[src/hdl/core_pkg.sv]
`default_nettype none

package core_pkg;

    localparam int xlen  = 32;
    localparam int nregs = 32;

    typedef logic [4:0]      reg_idx_t;
    typedef logic [xlen-1:0] word_t;

    // codes 9 to 14 are unassigned and decode as op_nop.
    typedef enum logic [3:0] {
        op_add  = 4'd0,
        op_sub  = 4'd1,
        op_and  = 4'd2,
        op_or   = 4'd3,
        op_xor  = 4'd4,
        op_sll  = 4'd5,
        op_srl  = 4'd6,
        op_sltu = 4'd7,
        op_addi = 4'd8,
        op_nop  = 4'd15
    } alu_op_t;

    // bit 0 is spare.
    typedef struct packed {
        logic [3:0]  op;
        reg_idx_t    rd;
        reg_idx_t    rj;
        reg_idx_t    rk;
        logic [11:0] imm12;
        logic        spare;
    } instr_t;

    typedef struct packed {
        alu_op_t  op;
        reg_idx_t rd;
        reg_idx_t rj;
        reg_idx_t rk;
        word_t    imm;
        logic     writes;
    } dec_t;

    typedef struct packed {
        logic     valid;
        reg_idx_t addr;
        word_t    data;
    } wb_t;

endpackage

`default_nettype wire

[src/hdl/issue_if.sv]
`timescale 1ns/1ps
`default_nettype none

interface issue_if import core_pkg::*; ();

    logic valid;
    logic ready;
    dec_t slot0;
    dec_t slot1;
    logic has1;

    modport intake (
        output valid,
        output slot0,
        output slot1,
        output has1,
        input  ready
    );

    modport exec (
        input  valid,
        input  slot0,
        input  slot1,
        input  has1,
        output ready
    );

endinterface

`default_nettype wire

[src/hdl/instr_intake.sv]
`timescale 1ns/1ps
`default_nettype none

module instr_intake import core_pkg::*; (
    input  wire         clk,
    input  wire         rstn,
    input  wire         in_req,
    output logic        in_ack,
    input  wire instr_t in_instr0,
    input  wire instr_t in_instr1,
    input  wire         in_has1,
    issue_if.intake     issue
);

    instr_t instr0_q;
    instr_t instr1_q;
    logic   has1_q;
    logic   valid_q;
    logic   accept;

    function automatic dec_t decode(instr_t w);
        dec_t d;
        if (w.op <= op_addi) begin
            d.op = alu_op_t'(w.op);
        end else begin
            d.op = op_nop;
        end
        d.rd     = w.rd;
        d.rj     = w.rj;
        d.rk     = w.rk;
        d.imm    = {{(xlen-12){w.imm12[11]}}, w.imm12};
        d.writes = (d.op != op_nop) && (w.rd != '0);
        return d;
    endfunction

    // a new pair is only taken once the previous one left and the last ack dropped.
    assign accept = in_req && !in_ack && !valid_q;

    always_ff @(posedge clk or negedge rstn) begin
        if (!rstn) begin
            in_ack  <= 1'b0;
            valid_q <= 1'b0;
        end else begin
            if (accept) begin
                in_ack <= 1'b1;
            end else if (in_ack && !in_req) begin
                in_ack <= 1'b0;
            end
            if (accept) begin
                valid_q <= 1'b1;
            end else if (valid_q && issue.ready) begin
                valid_q <= 1'b0;
            end
        end
    end

    always_ff @(posedge clk) begin
        if (accept) begin
            instr0_q <= in_instr0;
            instr1_q <= in_instr1;
            has1_q   <= in_has1;
        end
    end

    assign issue.valid = valid_q;
    assign issue.slot0 = decode(instr0_q);
    assign issue.slot1 = decode(instr1_q);
    assign issue.has1  = has1_q;

endmodule

`default_nettype wire

[src/flat_wrapper.sv]
// flat-port wrapper written by rule: the top's interface ports become plain ports
module instr_intake_flat import core_pkg::*;
  (clk, rstn, in_req, in_ack, in_instr0, in_instr1, in_has1, issue_valid, issue_slot0, issue_slot1, issue_has1, issue_ready);
  issue_if issue_i ();
  input  wire clk;
  input  wire rstn;
  input  wire in_req;
  output logic in_ack;
  input  wire instr_t in_instr0;
  input  wire instr_t in_instr1;
  input  wire in_has1;
  output wire logic [$bits(issue_i.valid)-1:0] issue_valid;
  output wire logic [$bits(issue_i.slot0)-1:0] issue_slot0;
  output wire logic [$bits(issue_i.slot1)-1:0] issue_slot1;
  output wire logic [$bits(issue_i.has1)-1:0] issue_has1;
  input wire logic [$bits(issue_i.ready)-1:0] issue_ready;
  assign issue_valid = issue_i.valid;
  assign issue_slot0 = issue_i.slot0;
  assign issue_slot1 = issue_i.slot1;
  assign issue_has1 = issue_i.has1;
  assign issue_i.ready = issue_ready;
  instr_intake u_core (.clk(clk), .rstn(rstn), .in_req(in_req), .in_ack(in_ack), .in_instr0(in_instr0), .in_instr1(in_instr1), .in_has1(in_has1), .issue(issue_i));
endmodule
[config.mk]
export PLATFORM = sky130hd
export DESIGN_NAME = instr_intake_flat
export DESIGN_NICKNAME = d
export VERILOG_FILES = /design/src/hdl/core_pkg.sv /design/src/hdl/issue_if.sv /design/src/hdl/instr_intake.sv /design/src/flat_wrapper.sv
export SDC_FILE = /design/constraint.sdc
export NUM_CORES = 1
export LEC_CHECK = 0
export CAP_MARGIN = 20
export CORE_ASPECT_RATIO = 1.1
export CORE_MARGIN = 4
export CORE_UTILIZATION = 40
export DETAILED_ROUTE_END_ITERATION = 8
export DONT_BUFFER_PORTS = 1
export SKIP_CTS_REPAIR_TIMING = 1
export SYNTH_ARGS = -nofsm -noshare
export SYNTH_HDL_FRONTEND = slang
export SYNTH_SLANG_ARGS = --single-unit
[constraint.sdc]
create_clock -name clk -period 5.5 [get_ports clk]
set_input_delay 0.55 -clock clk [delete_from_list [all_inputs] [get_ports clk]]
set_output_delay 0.55 -clock clk [all_outputs]
set_load 0.01 [all_outputs]
# Word level (Yosys, flattened, before mapping)
# Cells that the tools add are included.
[word_totals]
wordCells = 36
inputBits = 69
ff_bits = 65
[op_classes]
order_cmp = 2
reduce_logical = 13
mux = 6
n_eq_ne = 2
[ops]
columns = ["cell", "n"]
rows = [
  ["5-bit nonzero test", 2],
  ["4-bit less-or-equal comparator (second input constant)", 2],
  ["4-bit 2-to-1 mux", 2],
  ["4-bit != test (second input constant)", 2],
  ["1-bit logical AND", 6],
  ["1-bit 2-to-1 mux", 4],
  ["2-bit nonzero test", 2],
  ["1-bit logical NOT", 3],
]

# Logic depth before layout (Yosys ltp)
[depth]
word_depth = 4
ltp_mapped = 2

# Worst setup path after synthesis
# OpenSTA, ideal clock, no wires.
[synth_path]
path_type = "input to register"
start = "input in_req"
end = "register u_core.instr0_q[28] in the netlist's numbering, enable pin"
t_required_ns = 4.923
path_stages = 1
setup_slack_ns = -0.241
path_buffers = 0
arrival_ns = 5.164
path_cell_list = "nor3b_1"
[synth_via]
elab_chain_cells = 2
[synth_rtl]
columns = ["element", "line", "source"]
rows = [
  ["from (decl)", "flat_wrapper.sv:7", "input wire in_req;"],
  ["1-bit logical AND (2 in series)", "instr_intake.sv:37", "assign accept = in_req && !in_ack && !valid_q;"],
  ["to (signal assigned)", "instr_intake.sv:59", "instr0_q <= in_instr0;"],
  ["to (decl)", "instr_intake.sv:15", "instr_t instr0_q;"],
]
# No other way between the ends.
# A chain may end at the register's enable or synchronous reset.

# Worst setup path in the final report
[layout_path]
start = "register u_core.instr1_q (netlist bit u_core.issue.slot1[43])"
end = "output issue_slot1[0]"
[layout_via]
elab_chain_cells = 2
[layout_rtl]
columns = ["element", "line", "source"]
rows = [
  ["from (decl)", "instr_intake.sv:16", "instr_t instr1_q;"],
  ["from (signal assigned)", "instr_intake.sv:60", "instr1_q <= in_instr1;"],
  ["5-bit nonzero test", "instr_intake.sv:32", "d.writes = (d.op != op_nop) && (w.rd != '0);"],
  ["1-bit logical AND", "instr_intake.sv:32", ""],
  ["to (decl)", "flat_wrapper.sv:14", "output wire logic [$bits(issue_i.slot1)-1:0] issue_slot1;"],
]
# No other way between the ends.

==> qor.txt <==
==============================================================================
Detailed Place HPWL .............................................      3400 um
Peak supply drop ................................................       180 uV
Required time of the critical path ..............................      4950 ps
Sequential-to-total area share from yosys stat ..................        70.1%
FF-to-FF End .................................................... u_core.issue.slot1[34]$_DFFE_PP_
Critical hold path startpoint ................................... in_instr0[6]
Slew HR .........................................................        51.2%
Root buffer cell ................................................ sky130_fd_sc_hd__clkbuf_8
Via/cell ratio ..................................................         4.74
Top area cells in the synthesized netlist ....................... sky130_fd_sc_hd__edfxtp_1 68%, sky130_fd_sc_hd__buf_4 25%, sky130_fd_sc_hd__dfrtp_1 1.8%
Num ports .......................................................          176
Initial antenna violation count .................................            1
Count of vias placed by the detailed router .....................          877
Outcome ......................................................... finished, final reports clean
Number of buffers added on ports ................................            0
Primary flip-flop cell chosen by synthesis mapping .............. sky130_fd_sc_hd__edfxtp_1
Startpoint types ................................................         flop
Number of detailed-route iterations in the first pass ...........            3
Total number of clock tree sinks ................................           65
ANT nets after route ............................................            0
First-pass GRT wire length ......................................      6110 um
Hold crit path type .............................................    in -> reg
RSZ-0062 raised after global routing ............................           no
Type of destination of the critical path ........................ primary output
Arrival time reported for the critical path endpoint ............      1550 ps
Area leader, netlist ............................................ sky130_fd_sc_hd__edfxtp_1
Post-Syn Instances ..............................................          178
Number of nets at the end of the flow ...........................          167
Startpoint of the most critical register-to-register path ....... u_core.in_ack$_DFFE_PN0P_
Core utilization of the finished layout .........................        37.5%
Critical path type ..............................................   reg -> out
WL per Instance .................................................      24.1 um
Number of enable-type register cells in the synthesized netlist .           63
Count of endpoints failing hold in the final timing report ......            0
Total global routing track utilization ..........................        10.8%
Filler cell count ...............................................          637
Synth Area per Inst .............................................     15.6 um2
Time the final worst path needs with I/O delays and setup .......      2100 ps
CTS Buf Count ...................................................            9
Count of state elements after synthesis .........................           65
Net Count, Synth ................................................          247
Final-report setup violation count ..............................            0
Remaining routing DRC violations ................................            0
Reg2Reg Depth ...................................................            2
Hold worst-path end ............................................. u_core.issue.slot0[6]$_DFFE_PP_
Count of maximum capacitance violations .........................            0
Clock skew ......................................................      3.34 ps
Maximum number of pins on one net before global-route repair ....           34
Detailed Route Iter0 Violations .................................           30
Fraction of layout instances using a drive strength above 1 .....        19.4%
Final worst path period share ...................................        38.2%
Die area ........................................................  0.00832 mm2
Row count .......................................................           31
Clock insertion delay at the later pin of the skew report .......       330 ps
Via count of the first global-routing pass ......................         1060
Final weighted congestion in routability-driven placement .......        0.692
# H-tree levels .................................................            3
Remaining Overflow, GRT .........................................            0
Starting utilization of the core area ...........................        41.5%
CORE AREA .......................................................  0.00667 mm2
Cell leakage power ..............................................  0.000828 uW
Worst setup timing slack at the placement stage .................      3730 ps
Maximum net fanout on the critical path .........................            2
Internal reg-to-reg setup slack .................................      4050 ps
Maximum buffer depth of the clock tree ..........................            2
Max Fclk ........................................................      476 MHz
Antenna Cells ...................................................            0
Final Routed Wirelength .........................................      4450 um
Depth of the worst hold-timing path .............................            0
Power per standard cell area ....................................   481 mW/mm2
Commonest cells in the synthesized netlist ...................... 94 x sky130_fd_sc_hd__buf_4, 63 x sky130_fd_sc_hd__edfxtp_1, 4 x sky130_fd_sc_hd__nand2b_1
Worst Tran Pin Value ............................................       734 ps
Share of the synthesized area in the top cell type ..............        68.3%
Count of yosys warnings during synthesis ........................            0
CTS tree ........................................................         done
Most used standard cell by instance count after synthesis ....... sky130_fd_sc_hd__buf_4
Final slew viol count ...........................................            0
Setup TNS .......................................................         0 ps
Clock-pin slew on the worst setup and hold paths ................        70 ps
Height of the die ...............................................      95.3 um
Count of unique library cells instantiated by Yosys .............           13
Asr flop ratio synth ............................................        3.08%
Minimum setup slack in the final design .........................      3400 ps
Layout Area Growth over Synthesis ...............................       -9.71%
Cell Area, Synth ................................................  0.00277 mm2
Horiz. Die Dim ..................................................      87.3 um
==============================================================================
[placed cells by master, fill, tap and decap left out, types with 2 or more instances in the layout]
| master | netlist | layout |
|---|---|---|
| sky130_fd_sc_hd__or2b_1 | 2 | 2 |
| sky130_fd_sc_hd__o21a_1 | 2 | 2 |
| sky130_fd_sc_hd__nand2b_1 | 4 | 4 |
| sky130_fd_sc_hd__buf_4 | 94 | 2 |
| sky130_fd_sc_hd__dfrtp_1 | 2 | 2 |
| sky130_fd_sc_hd__edfxtp_1 | 63 | 63 |
| sky130_fd_sc_hd__bufinv_16 | 0 | 4 |
| sky130_fd_sc_hd__buf_12 | 0 | 2 |
| sky130_fd_sc_hd__o31ai_1 | 2 | 2 |
| sky130_fd_sc_hd__clkbuf_8 | 0 | 9 |
| sky130_fd_sc_hd__inv_1 | 2 | 2 |
| sky130_fd_sc_hd__or4_1 | 2 | 2 |
[per-stage QoR]
stage	area, um2	std cells	total power, uW	hold slack (ps)
floorplan	2780	178	726	254
global placement	2230	168	687	254
detailed placement	2230	168	689	254
CTS	2490	184	1220	-124
global route	2500	185	1260	271
finish	2500	185	1200	311
[power breakdown]
part	internal, uW	switching, uW	total (uW)
clock network	348	178	526
registers	590	39.2	629
logic	11.5	35.5	47.0
[cells by family (layout without fill, tap and decap cells)]
family / after synthesis / count (layout) / synth area share (%)
DFF: 65 / 65 / 70.1
buffers and inverters: 98 / 23 / 26.0
AOI/OAI and AO/OA: 6 / 6 / 1.63
and+or+nand+nor: 9 / 9 / 2.26
[how the worst max path moves through the flow]
stage,from,end,slack (ps),cells after the start
3_5_place_dp,u_core.issue.slot1[43]$_DFFE_PP_,issue_slot1[0],3730,2
3_3_place_gp,u_core.issue.slot1[43]$_DFFE_PP_,issue_slot1[0],3720,2
2_1_floorplan,in_req,u_core.instr0_q[28]$_DFFE_PP_,2020,1
6_report,u_core.issue.slot1[43]$_DFFE_PP_,issue_slot1[0],3400,2
4_1_cts,u_core.issue.slot1[43]$_DFFE_PP_,issue_slot1[0],3350,2
5_1_grt,u_core.issue.slot1[43]$_DFFE_PP_,issue_slot1[0],3340,2
[state kept, by name, indices dropped and copies added, names as in the netlist]
register,count
u_core.instr0_q,4
u_core.instr1_q,4
u_core.issue.slot1,27
u_core.in_ack,1
u_core.issue.has1,1
u_core.issue.slot0,27
u_core.issue.valid,1
[per-layer routing]
metal  global-route usage (%)  share of wire, %  vias to the layer above
met2                     16.5                50                       96
met3                     10.2                18                        8
met4                     6.14               1.7                        2
met1                     9.11                30                      413
li1                         -                 -                      358
met5                        0              0.29                        -
[cell type report]
class / instances / area [um2] / area share (%)
clock buffers: 9 / 124 / 4.95
clock inverters: 7 / 141 / 5.65
inverters: 2 / 7.51 / 0.300
multi-input cells: 15 / 119 / 4.75
flip-flops and latches: 65 / 1940 / 77.6
well taps: 82 / 103 / 4.10
repair buffers: 5 / 65.1 / 2.60
[worst max-delay path, stage by stage (launching register included)]
cell	delay, ps
sky130_fd_sc_hd__edfxtp_1	450
sky130_fd_sc_hd__or4_1	550
sky130_fd_sc_hd__o21a_1	220
Note: power is estimated with default switching activity, not from simulation.
