==> config.mk <==
export PLATFORM = sky130hd
export DESIGN_NAME = result_port
export DESIGN_NICKNAME = d
export VERILOG_FILES = /design/src/hdl/core_pkg.sv /design/src/hdl/result_port.sv
export SDC_FILE = /design/constraint.sdc
export NUM_CORES = 1
export LEC_CHECK = 0
export CAP_MARGIN = 20
export CORE_ASPECT_RATIO = 0.8
export CORE_MARGIN = 3
export CORE_UTILIZATION = 55
export CTS_CLUSTER_DIAMETER = 200
export DETAILED_ROUTE_END_ITERATION = 8
export DONT_BUFFER_PORTS = 1
export PLACE_DENSITY = 0.81
export SETUP_SLACK_MARGIN = 0.15
export SYNTH_ARGS = -nofsm -noshare
export SYNTH_HDL_FRONTEND = slang
export SYNTH_SLANG_ARGS = --single-unit
==> constraint.sdc <==
create_clock -name clk -period 4.7 [get_ports clk]
set_input_delay 0.47 -clock clk [delete_from_list [all_inputs] [get_ports clk]]
set_output_delay 0.47 -clock clk [all_outputs]
set_load 0.05 [all_outputs]
==> src/hdl/core_pkg.sv <==
`default_nettype none

package core_pkg;

    localparam int xlen  = 32;
    localparam int nregs = 32;

    typedef logic [4:0]      reg_idx_t;
    typedef logic [xlen-1:0] word_t;

    // codes 9 to 14 are unassigned and decode as op_nop.
    typedef enum logic [3:0] {
        op_add  = 4'd0,
        op_sub  = 4'd1,
        op_and  = 4'd2,
        op_or   = 4'd3,
        op_xor  = 4'd4,
        op_sll  = 4'd5,
        op_srl  = 4'd6,
        op_sltu = 4'd7,
        op_addi = 4'd8,
        op_nop  = 4'd15
    } alu_op_t;

    // bit 0 is spare.
    typedef struct packed {
        logic [3:0]  op;
        reg_idx_t    rd;
        reg_idx_t    rj;
        reg_idx_t    rk;
        logic [11:0] imm12;
        logic        spare;
    } instr_t;

    typedef struct packed {
        alu_op_t  op;
        reg_idx_t rd;
        reg_idx_t rj;
        reg_idx_t rk;
        word_t    imm;
        logic     writes;
    } dec_t;

    typedef struct packed {
        logic     valid;
        reg_idx_t addr;
        word_t    data;
    } wb_t;

endpackage

`default_nettype wire

==> src/hdl/result_port.sv <==
`timescale 1ns/1ps
`default_nettype none

module result_port import core_pkg::*; (
    input  wire      clk,
    input  wire      rstn,
    input  wire wb_t wb0,
    input  wire wb_t wb1,
    input  wire      handoff,
    output logic     empty,
    output logic     res_req,
    input  wire      res_ack,
    output reg_idx_t res_addr,
    output word_t    res_data
);

    logic     pend0_q;
    logic     pend1_q;
    reg_idx_t addr0_q;
    reg_idx_t addr1_q;
    word_t    data0_q;
    word_t    data1_q;
    logic     capture;

    assign empty   = !pend0_q && !pend1_q && !res_req && !res_ack;
    assign capture = handoff && empty;

    // slot 0 goes first while it is still pending.
    assign res_addr = pend0_q ? addr0_q : addr1_q;
    assign res_data = pend0_q ? data0_q : data1_q;

    always_ff @(posedge clk or negedge rstn) begin
        if (!rstn) begin
            pend0_q <= 1'b0;
            pend1_q <= 1'b0;
            res_req <= 1'b0;
        end else if (capture) begin
            pend0_q <= wb0.valid;
            pend1_q <= wb1.valid;
        end else if (res_req && res_ack) begin
            res_req <= 1'b0;
            if (pend0_q) begin
                pend0_q <= 1'b0;
            end else begin
                pend1_q <= 1'b0;
            end
        end else if (!res_req && !res_ack && (pend0_q || pend1_q)) begin
            res_req <= 1'b1;
        end
    end

    always_ff @(posedge clk) begin
        if (capture) begin
            addr0_q <= wb0.addr;
            data0_q <= wb0.data;
            addr1_q <= wb1.addr;
            data1_q <= wb1.data;
        end
    end

endmodule

`default_nettype wire

# [Yosys cells after proc, flatten, opt, wreduce, memory -nomap -nowiden]
# Cells that the tools add are included.
[word_totals] reg_bits=77 inputBits=80 out_inout_bits=39 wordCells=34
[classes] eq_ne=1 muxes=9 bitwise_logic=1 n_reduce_logical=16
[ops] operator="$mux W32" n=1
[ops] operator="$logic_and A1 B1 Y1" n=7
[ops] operator="$mux W1" n=7
[ops] operator="$mux W5" n=1
[ops] operator="$logic_not A1 Y1" n=4
[ops] operator="$reduce_and A2 Y1" n=2
[ops] operator="$reduce_bool A2 Y1" n=2
[ops] operator="$ne A2 B1 Y1 const B" n=1
[ops] operator="$logic_or A1 B1 Y1" n=1
[ops] operator="$not A1 Y1" n=1

# [Longest topological paths before layout]
# Gate-level depths: netlist (run 1).
[logic_depth] ltp_word=7 ltp_mapped=4 mapped_depth_nobuf=3

# [Worst setup path before layout (run 1)]
# OpenSTA, ideal clock, no wires.
[synth_timing] path_kind="flip-flop to flip-flop" start="reg res_req" end="reg addr0_q[0] (enable)" arrival_time_ns=3.154 path_slack_ns=1.106 stages_incl_launch_ff=3 n_path_buf=0 period_less_slack_ns=3.594 cell_sequence="dfrtp_1 -> nor4_4 -> and2_1"
[synth_between] elab_chain_cells=4
[synth_lines] element="start: declaration" line="result_port.sv:11" rtl="output logic res_req,"
[synth_lines] element="start signal: assignment" line="result_port.sv:36" rtl="res_req <= 1'b0;"
[synth_lines] element="start signal: assignment" line="result_port.sv:41" rtl="res_req <= 1'b0;"
[synth_lines] element="start signal: assignment" line="result_port.sv:48" rtl="res_req <= 1'b1;"
[synth_lines] element="$logic_not A1 Y1" line="result_port.sv:25" rtl="assign empty = !pend0_q && !pend1_q && !res_req && !res_ack;"
[synth_lines] element="$logic_and A1 B1 Y1 (2 in a row)" line="result_port.sv:25"
[synth_lines] element="named net empty" line="result_port.sv:10" rtl="output logic empty,"
[synth_lines] element="$logic_and A1 B1 Y1" line="result_port.sv:26" rtl="assign capture = handoff && empty;"
[synth_lines] element="named net capture" line="result_port.sv:23" rtl="logic capture;"
[synth_lines] element="end signal: assignment" line="result_port.sv:54" rtl="addr0_q <= wb0.addr;"
[synth_lines] element="end: declaration" line="result_port.sv:19" rtl="reg_idx_t addr0_q;"
# The timed path passes the listed nets, and every way through them passes these cells.
# A chain may end at the register's enable or synchronous reset.

# [Worst setup path after layout (run 1)]
[layout_timing] start="reg res_req" end="reg data0_q[6] (enable)"
[layout_between] elab_chain_cells=4
[layout_lines] element="$logic_not A1 Y1" line="result_port.sv:25"
[layout_lines] element="$logic_and A1 B1 Y1 (2 in a row)" line="result_port.sv:25"
[layout_lines] element="named net empty" line="result_port.sv:10"
[layout_lines] element="$logic_and A1 B1 Y1" line="result_port.sv:26"
[layout_lines] element="named net capture" line="result_port.sv:23"
[layout_lines] element="end signal: assignment" line="result_port.sv:55" rtl="data0_q <= wb0.data;"
[layout_lines] element="end: declaration" line="result_port.sv:21" rtl="word_t data0_q;"
# The timed path passes the listed nets, and every way through them passes these cells.

==> metrics.csv, run 1 <==
metric,value,unit
initial DRC count,81,
crit share post-route,59.9,%
root buf cell,clkbuf_8,
Max Clock Freq,355,MHz
largest cells by area after synthesis,"edfxtp_1 (74%), mux2_4 (19%), dfrtp_1 (2.5%)",
Post-Syn Area,2990,um^2
die height,72.0,um
Final Critical Period,2.82,ns
design area,3210,um^2
routability cong.,0.712,
drt first pass iters,4,
Yosys reg bits,77,
# fillers,342,
layout cells sized above 1,39.2,%
WL/cell,22.3,um
Yosys top cell by area,edfxtp_1,
Placed Cells,193,
Slew Limit Fails,0,
cell depth of the worst flop-to-flop path,3,
Port Buffers,0,
Ys Warns,0,
Layout Nets,223,
outcome,completed,
post-route insts no fill,210,
Initial Util,58.4,%
asr flop ratio synth,3.90,%
Worst-path clk slew,0.08,ns
Fin Setup TNS,0,ns
Crit Path Class,flip-flop to flip-flop,
worst reg2reg setup slack,1.88,ns
clk_lat worst skew,0.34,ns
Syn Inst Count,133,
"Seq/Total Area, Yosys",76.8,%
row count,23,
Area Overhead vs Synth,7.45,%
post-route DRC violation count,0,
"EDFF count, synth",74,
min-delay src,res_ack,
Placed Area,3040,um^2
Finish-stage setup viols,0,
Die Area,6360,um^2
syn nets,213,
crit-path max FO,36,
WP data required,4.69,ns
"Avg Cell Area, Syn",22.5,um^2
core area,5120,um^2
Post-synth top cells,"edfxtp_1 (74), mux2_4 (37), buf_6 (5)",
Sink Count,77,
total gr overflow,0,
clock skew,0.00938,ns
CP endpoint kind,flip-flop,
Synth cell types,13,
power consumption,1.78,mW
RSZ-0062 raised after global routing,false,
Hold Path Sink,res_req$_DFFE_PN0P_,
total track usage,15.6,%
P_leak,1.10,nW
CTS tree,built,
Slew headroom,45.9,%
Yosys top cell area share,74.3,%
"antenna viol nets, final",0,
Inserted Diodes,0,
max-cap violation count,0,
reg2reg start,res_req$_DFFE_PN0P_,
Critical Path Source Type,flip-flop,
Avg Vias per Cell,5.69,
HP Class,input port to flip-flop,
Hold Crit Depth,1,
maximum number of pins on one net before global-route repair,42,
final hold vios,0,
total setup buffers inserted after CTS,0,
peak supply drop,287,uV
first-pass GRT wire length,6.82,mm
arrival time worst endpoint,2.81,ns
vias in the first global route,1261,
clock buffer depth,2,
Power Dens Cells,554,nW/um^2
cts hold-fix bufs,1,
post-CTS sizing,0,
Die W,88.4,um
Via Count,1195,
H-tree levels,3,
Top Ports,119,
Worst-Margin Slew,0.806,ns
TritonCTS buffer count,9,
Routed WL,4.69,mm
antenna violations before repair,0,
main flop type after synthesis,edfxtp_1,
worst reg2reg endpoint,data0_q[6]$_DFFE_PP_,
most instantiated library cell after synthesis,edfxtp_1,
[worst max-delay path by stage]
| stage | endpoint | from | cells past startpoint |
|---|---|---|---|
| after floorplan | addr0_q[0]$_DFFE_PP_ | res_req$_DFFE_PN0P_ | 2 |
| after CTS | data1_q[1]$_DFFE_PP_ | res_req$_DFFE_PN0P_ | 3 |
| after global routing | data1_q[2]$_DFFE_PP_ | res_req$_DFFE_PN0P_ | 3 |
| after global placement | data1_q[14]$_DFFE_PP_ | res_req$_DFFE_PN0P_ | 3 |
| final | data0_q[6]$_DFFE_PP_ | res_req$_DFFE_PN0P_ | 3 |
| after detailed placement | data1_q[5]$_DFFE_PP_ | res_req$_DFFE_PN0P_ | 3 |
[where the power goes]
group,total [mW],internal (mW),switching (mW)
clock network,0.405,0.187,0.218
registers,0.852,0.817,0.0345
logic,0.523,0.153,0.370
[cells by family (layout without fill, tap and decap cells)]
group                  Yosys count  after routing  synth area share, %
DFF                             77             77                 76.8
muxes                           37             37                 18.6
and+or+nand+nor                  9              9                 1.88
buffers and inverters            6             21                 2.01
AOI/OAI and AO/OA                4              4                0.711
[stage by stage]
| step | utilization [%] | setup slack (ns) | hold WS, ns |
|---|---|---|---|
| finish | 62.7 | 1.88 | 0.189 |
| global route | 62.7 | 1.72 | 0.153 |
| CTS | 62.7 | 1.86 | 0.164 |
| detailed placement | 59.3 | 1.88 | 0.174 |
| global placement | 59.3 | 2.01 | 0.174 |
| floorplan | - | 1.11 | 0.174 |
[registers in the layout (all words and copies together) (netlist names)]
signal,cells
addr0_q,5
addr1_q,5
data0_q,32
data1_q,32
pend0_q,1
pend1_q,1
res_req,1
[layout make-up]
| cell class | count | area [um^2] | share of cell area (%) |
|---|---|---|---|
| clock buffers | 9 | 124 | 3.86 |
| multi-input cells | 50 | 634 | 19.7 |
| well taps | 62 | 77.6 | 2.41 |
| flip-flops and latches | 77 | 2300 | 71.5 |
| repair buffers | 4 | 32.5 | 1.01 |
| clock inverters | 7 | 42.5 | 1.32 |
| inverters | 1 | 3.75 | 0.117 |
[metal layers]
metal,share of wire [%],global-route usage [%],wire (um),up-vias
met5,0,0,0,-
met4,2.1,8.56,99,0
met3,12,10.7,563,10
met1,34,15.1,1600,566
li1,-,-,-,538
met2,52,24.7,2420,81
[critical path, stage by stage (launching register included)]
cell     delay, ns
dfrtp_1       0.64
nor4_4        0.78
and2_2        0.55
buf_4         0.47
[layout by cell type, fill, tap and decap left out]
master | Yosys | final
edfxtp_1 | 74 | 74
mux2_4 | 37 | 37
clkbuf_8 | 0 | 9
nor2_1 | 3 | 3
o21ai_0 | 3 | 3
clkinv_2 | 0 | 3
buf_4 | 0 | 3
nand2_1 | 2 | 2
clkinvlp_4 | 0 | 2
dfrtp_1 | 3 | 2
nor4_4 | 1 | 1
and2_2 | 0 | 1
nor3_1 | 1 | 1
nand3_1 | 1 | 1
a31oi_1 | 1 | 1
inv_1 | 1 | 1
clkinv_1 | 0 | 1
clkinv_4 | 0 | 1
dlygate4sd3_1 | 0 | 1
dfrtp_2 | 0 | 1
Note: power is estimated with default switching activity, not from simulation.
==> run 2: changes to the inputs <==
--- a/config.mk
+++ b/config.mk
@@ -12,7 +12,7 @@
 export CTS_CLUSTER_DIAMETER = 200
 export DETAILED_ROUTE_END_ITERATION = 8
 export DONT_BUFFER_PORTS = 1
-export PLACE_DENSITY = 0.81
+export PLACE_DENSITY = 0.84
 export SETUP_SLACK_MARGIN = 0.15
 export SYNTH_ARGS = -nofsm -noshare
 export SYNTH_HDL_FRONTEND = slang
==> constraint.sdc (replaced) <==
create_clock -name clk -period 2.37 [get_ports clk]
set_input_delay 0.237 -clock clk [delete_from_list [all_inputs] [get_ports clk]]
set_output_delay 0.237 -clock clk [all_outputs]
set_load 0.05 [all_outputs]
==> metrics.csv, run 2 (synthesized netlist as in run 1, its figures left out) <==
metric,value,unit,change
Avg Vias per Cell,5.37,,-5.6%
peak supply drop,650,uV,+130%
outcome,completed,,
Fin Setup TNS,0,ns,unchanged
post-route DRC violation count,0,,unchanged
multi-input logic area,636,um^2,+0.20%
root buf cell,clkbuf_8,,
layout cells sized above 1,25.7,%,-14 points
min-delay src,handoff,,
drt first pass iters,4,,unchanged
Port Buffers,0,,unchanged
worst reg2reg endpoint,data1_q[30]$_DFFE_PP_,,
"most common cell after layout, fill and taps aside",dlygate4sd3_1,,
Slew headroom,52.2,%,+6.3 points
total gr overflow,0,,unchanged
arrival time worst endpoint,1.80,ns,-1.01 ns
first-pass GRT wire length,8.70,mm,+28%
clock buffer depth,2,,unchanged
crit-path leading delay family,buffers and inverters,,
WP data required,2.13,ns,-2.56 ns
design area,3970,um^2,+23%
clk_lat worst skew,0.34,ns,about the same
Worst-path clk slew,0.07,ns,about the same
CP endpoint kind,primary output,,
H-tree levels,3,,unchanged
Die W,88.4,um,unchanged
Die Area,6360,um^2,unchanged
Final Critical Period,2.03,ns,
total track usage,19.6,%,+4.0 points
post-CTS sizing,0,,unchanged
Critical Path Source Type,flip-flop,,
Max Clock Freq,492,MHz,
Placed Area,3060,um^2,+0.74%
setup ws final,0.337,ns,-1.55 ns
max incr delay on CP,0.59,ns,-0.19 ns
Initial Util,58.4,%,unchanged
Finish-stage setup viols,0,,unchanged
TritonCTS buffer count,9,,unchanged
maximum number of pins on one net before global-route repair,42,,unchanged
RSZ-0062 raised after global routing,false,,
Hold Path Sink,pend0_q$_DFFE_PN0P_,,
final hold vios,0,,unchanged
vias in the first global route,1692,,+34%
CTS tree,built,,
cell depth of the worst flop-to-flop path,3,,unchanged
# fillers,285,,-17%
core area,5120,um^2,unchanged
Area Overhead vs Synth,32.6,%,
routability cong.,0.762,,+7.1%
CP bufs+invs,1,,unchanged
die height,72.0,um,unchanged
antenna violations before repair,0,,unchanged
CP cell instances,buf_4 > mux2_4,,
Worst-Margin Slew,0.717,ns,-0.0890 ns
Inserted Diodes,0,,unchanged
row count,23,,unchanged
pre-CTS setup slack,0.657,ns,-1.22 ns
crit-path max FO,41,,+14%
Placed Cells,194,,+0.52%
Hold Crit Depth,2,,+1
Top Ports,119,,unchanged
Via Count,1525,,+28%
clock skew,0.00484,ns,-0.00454 ns
biggest regs,"data0_q: 32 flops, data1_q: 32 flops",,
post-route insts no fill,284,,+35%
reg2reg start,res_req$_DFFE_PN0P_,,
"antenna viol nets, final",0,,unchanged
P_leak,1.42,nW,+29%
worst reg2reg setup slack,0.62,ns,-1.26 ns
Routed WL,5.89,mm,+26%
Sink Count,77,,unchanged
dpl hpwl,3.42,mm,
initial DRC count,102,,+26%
max-cap violation count,0,,unchanged
CP max stage cell,buf_4,,
WL/cell,20.7,um,-7.1%
HP Class,input port to flip-flop,,
Slew Limit Fails,0,,unchanged
most frequent cells in the layout,"dlygate4sd3_1 (76), edfxtp_1 (74), mux2_4 (37)",,
register area,2300,um^2,about the same
Layout Nets,299,,+34%
Power Dens Cells,915,nW/um^2,+65%
Crit Path Class,flip-flop to primary output,,
crit share post-route,85.8,%,
run 2: per-stage QoR:
stage / utilization, % / hold WS (ns) / power [mW]
floorplan: - / -0.0586 / 2.72
global placement: 59.7 / -0.0585 / 2.75
detailed placement: 59.7 / -0.0585 / 2.78
CTS: 77.4 / 0.0520 / 3.66
global route: 77.4 / 0.0820 / 3.78
finish: 77.4 / 0.0638 / 3.63
run 2: power breakdown:
part	switching, mW	internal [mW]	leakage (nW)	total (mW)
logic	0.768	0.396	0.635	1.16
clock network	0.409	0.363	0.0788	0.772
registers	0.0707	1.62	0.705	1.69
run 2: worst max path at each step:
stage,from,slack (ns),to,cells after the start
after floorplan,pend0_q$_DFFE_PN0P_,0.06,addr0_q[0]$_DFFE_PP_,3
after global placement,res_req$_DFFE_PN0P_,0.74,data0_q[31]$_DFFE_PP_,3
after detailed placement,res_req$_DFFE_PN0P_,0.66,addr1_q[3]$_DFFE_PP_,3
after CTS,pend0_q$_DFFE_PN0P_,0.31,res_data[20],2
after global routing,pend0_q$_DFFE_PN0P_,0.25,res_data[19],2
final,pend0_q$_DFFE_PN0P_,0.34,res_addr[2],2
run 2: cell type report:
| class | count | area share [%] |
|---|---|---|
| Clock inverter | 3 | 0.379 |
| Clock buffer | 11 | 3.31 |
| Inverter | 1 | 0.0946 |
| Timing Repair Buffer | 80 | 20.3 |
| Tap cell | 62 | 1.96 |
| Multi-Input combinational cell | 50 | 16.0 |
| Sequential cell | 77 | 58.0 |
run 2: metal layers:
| metal | up-vias | track usage (%) | wire [um] |
|---|---|---|---|
| li1 | 690 | - | - |
| met1 | 745 | 18.7 | 2000 |
| met2 | 75 | 35.7 | 3260 |
| met3 | 15 | 8.85 | 495 |
| met4 | 0 | 8.72 | 125 |
| met5 | - | 0 | 0 |
run 2: timing repair:
item / CTS / global route
hold endpoints to repair: 78 / 0
setup buffers: 0 / 0
hold buffers: 76 / 0
==> run 3: changes to the inputs <==
--- a/config.mk
+++ b/config.mk
@@ -5,6 +5,7 @@
 export SDC_FILE = /design/constraint.sdc
 export NUM_CORES = 1
 export LEC_CHECK = 0
+export ABC_AREA = 1
 export CAP_MARGIN = 20
 export CORE_ASPECT_RATIO = 0.8
 export CORE_MARGIN = 3
==> metrics.csv, run 3 <==
metric,value,unit,change
outcome,completed,,
simple-gate portion of the synthesized area,16.4,%,+15 points
clk_lat worst skew,0.36,ns,+0.02 ns
HP Class,input port to flip-flop,,
Power Dens Cells,1140,nW/um^2,+25%
post-route DRC violation count,0,,unchanged
"most common cell after layout, fill and taps aside",nand2_1,,
Syn Inst Count,213,,+60%
mux contribution to synthesized area,0,%,-19 points
setup ws final,0.284,ns,-0.0537 ns
Final Critical Period,2.09,ns,+0.0537 ns
first-pass GRT wire length,14.8,mm,+70%
syn nets,293,,+38%
layout cells sized above 1,18.0,%,-7.7 points
Synth Area in XOR/XNOR,0,%,unchanged
area share of fa/ha/maj cells after synthesis,0,%,unchanged
combinational family with the most area after synthesis,simple AND/OR/NAND/NOR gates,,
Max Clock Freq,479,MHz,-2.6%
max incr delay on CP,0.55,ns,-0.04 ns
"antenna viol nets, final",0,,unchanged
drt first pass iters,5,,+1
CP cell instances,nor2_1 > inv_1 > nor3_1 > buf_4,,
main flop type after synthesis,edfxtp_1,,
Inserted Diodes,0,,unchanged
arrival time worst endpoint,1.85,ns,+0.05 ns
peak supply drop,892,uV,+37%
CP endpoint kind,primary output,,
post-route insts no fill,399,,+40%
P_leak,1.83,nW,+29%
Top Ports,119,,unchanged
Post-synth top cells,"nand2_1 (114), edfxtp_1 (74), buf_6 (4), nor2_1 (4)",,
clock buffer depth,2,,unchanged
Finish-stage setup viols,0,,unchanged
Compound-Gate Fraction of Synth Area,0.306,%,-0.41 points
H-tree levels,3,,unchanged
asr flop ratio synth,3.90,%,unchanged
CP max stage cell,dfrtp_1,,
Yosys top cell area share,77.7,%,+3.3 points
Sink Count,77,,unchanged
antenna violations before repair,0,,unchanged
maximum number of pins on one net before global-route repair,39,,-7.1%
Crit Path Class,flip-flop to primary output,,
"Seq/Total Area, Yosys",80.3,%,+3.5 points
TritonCTS buffer count,9,,unchanged
Area Overhead vs Synth,59.0,%,
row count,22,,-4.3%
WP data required,2.13,ns,about the same
"Avg Cell Area, Syn",13.4,um^2,-40%
routability cong.,0.754,,-1.1%
clock skew,0.0242,ns,+0.0194 ns
die height,70.5,um,-2.0%
Ys Warns,0,,unchanged
crit share post-route,88.0,%,+2.3 points
pre-CTS setup slack,0.577,ns,-0.0802 ns
total setup buffers inserted after CTS,0,,unchanged
Fin Setup TNS,0,ns,unchanged
largest cells by area after synthesis,"edfxtp_1 (78%), nand2_1 (15%), dfrtp_1 (2.6%)",,
Placed Cells,307,,+58%
Yosys reg bits,77,,unchanged
Routed WL,9.92,mm,+69%
"EDFF count, synth",74,,unchanged
Via Count,2343,,+54%
Yosys top cell by area,edfxtp_1,,
Die W,86.6,um,-2.0%
core area,4790,um^2,-6.5%
CTS tree,built,,
Synth cell types,13,,unchanged
biggest regs,"data0_q: 32 flops, data1_q: 32 flops",,
vias in the first global route,2420,,+43%
worst reg2reg setup slack,0.39,ns,-0.23 ns
most frequent cells in the layout,"nand2_1 (114), dlygate4sd3_1 (76), edfxtp_1 (74)",,
final hold vios,0,,unchanged
Avg Vias per Cell,5.87,,+9.4%
Slew headroom,67.2,%,+15 points
dpl hpwl,4.04,mm,+18%
Worst-Margin Slew,0.493,ns,-0.224 ns
initial DRC count,250,,+150%
max-cap violation count,0,,unchanged
Port Buffers,0,,unchanged
Worst-path clk slew,0.07,ns,about the same
Critical Path Source Type,flip-flop,,
Layout Nets,414,,+38%
most instantiated library cell after synthesis,nand2_1,,
total track usage,34.3,%,+15 points
RSZ-0062 raised after global routing,false,,
crit-path max FO,9,,-78%
total gr overflow,0,,unchanged
Initial Util,59.7,%,+1.4 points
Slew Limit Fails,0,,unchanged
Post-Syn Area,2860,um^2,-4.3%
root buf cell,clkbuf_8,,
WL/cell,24.9,um,+20%
Die Area,6110,um^2,-4.0%
==> run 3: report_power, final <==
group / switching, mW / total (mW) / internal, mW
combinational: 1.46 / 2.37 / 0.916
clock: 0.510 / 0.996 / 0.486
sequential: 0.123 / 1.83 / 1.71
==> run 3: metrics by stage <==
| stage | util, % | hold slack, ns | power [mW] | area, um^2 |
|---|---|---|---|---|
| finish | 95.0 | 0.0586 | 5.20 | 4550 |
| global route | 95.0 | 0.0437 | 5.35 | 4550 |
| CTS | 94.9 | 0.0269 | 5.01 | 4550 |
| detailed placement | 75.1 | -0.0585 | 3.99 | 3590 |
| global placement | 75.1 | -0.0585 | 3.94 | 3590 |
| floorplan | - | -0.0586 | 3.03 | 2870 |
==> run 3: final cells by class <==
cell class / count / area, um^2
clock buffer: 10 / 128
tap: 60 / 75.1
multi-input combinational: 124 / 487
clock inverter: 6 / 63.8
fill: 97 / 240
sequential: 77 / 2300
inverter: 4 / 21.3
timing repair buffer: 118 / 1480
==> run 3: logic make-up after synthesis <==
kind of cell,after synthesis
compound gates,1
flops,77
simple gates,123
buf+inv,12
==> run 3: critical path: cells and delay by family (launching register included) <==
| family | cells | cell delay, ns |
|---|---|---|
| buffers and inverters | 2 | 0.40 |
| AND/OR/NAND/NOR | 2 | 0.56 |
| flip-flops | 1 | 0.55 |
==> run 3: worst paths after layout <==
| path | start | end | cells past startpoint |
|---|---|---|---|
| worst max-delay path | pend0_q$_DFFE_PN0P_ | empty | 4 |
| worst min-delay path | wb0[37] | pend0_q$_DFFE_PN0P_ | 2 |
| worst max register to register | pend0_q$_DFFE_PN0P_ | data1_q[0]$_DFFE_PP_ | 4 |
| worst min register to register | pend1_q$_DFFE_PN0P_ | pend0_q$_DFFE_PN0P_ | 3 |
| max in group asynchronous | rstn | res_req$_DFFE_PN0P_ | 1 |
| min in group asynchronous | rstn | pend1_q$_DFFE_PN0P_ | 1 |
==> run 3: routing by layer <==
layer	vias up	GRT usage [%]	routed length, um
li1	956	-	-
met1	1119	40.6	3400
met2	227	57.0	4990
met3	41	13.0	1140
met4	0	13.0	394
met5	-	0	0
==> run 3: timing repair <==
| item | CTS | global route |
|---|---|---|
| setup endpoints to repair | 0 | 19 |
| hold buffers | 76 | 0 |
| gates resized for setup | 0 | 2 |
| endpoints found under the hold margin | 78 | 0 |
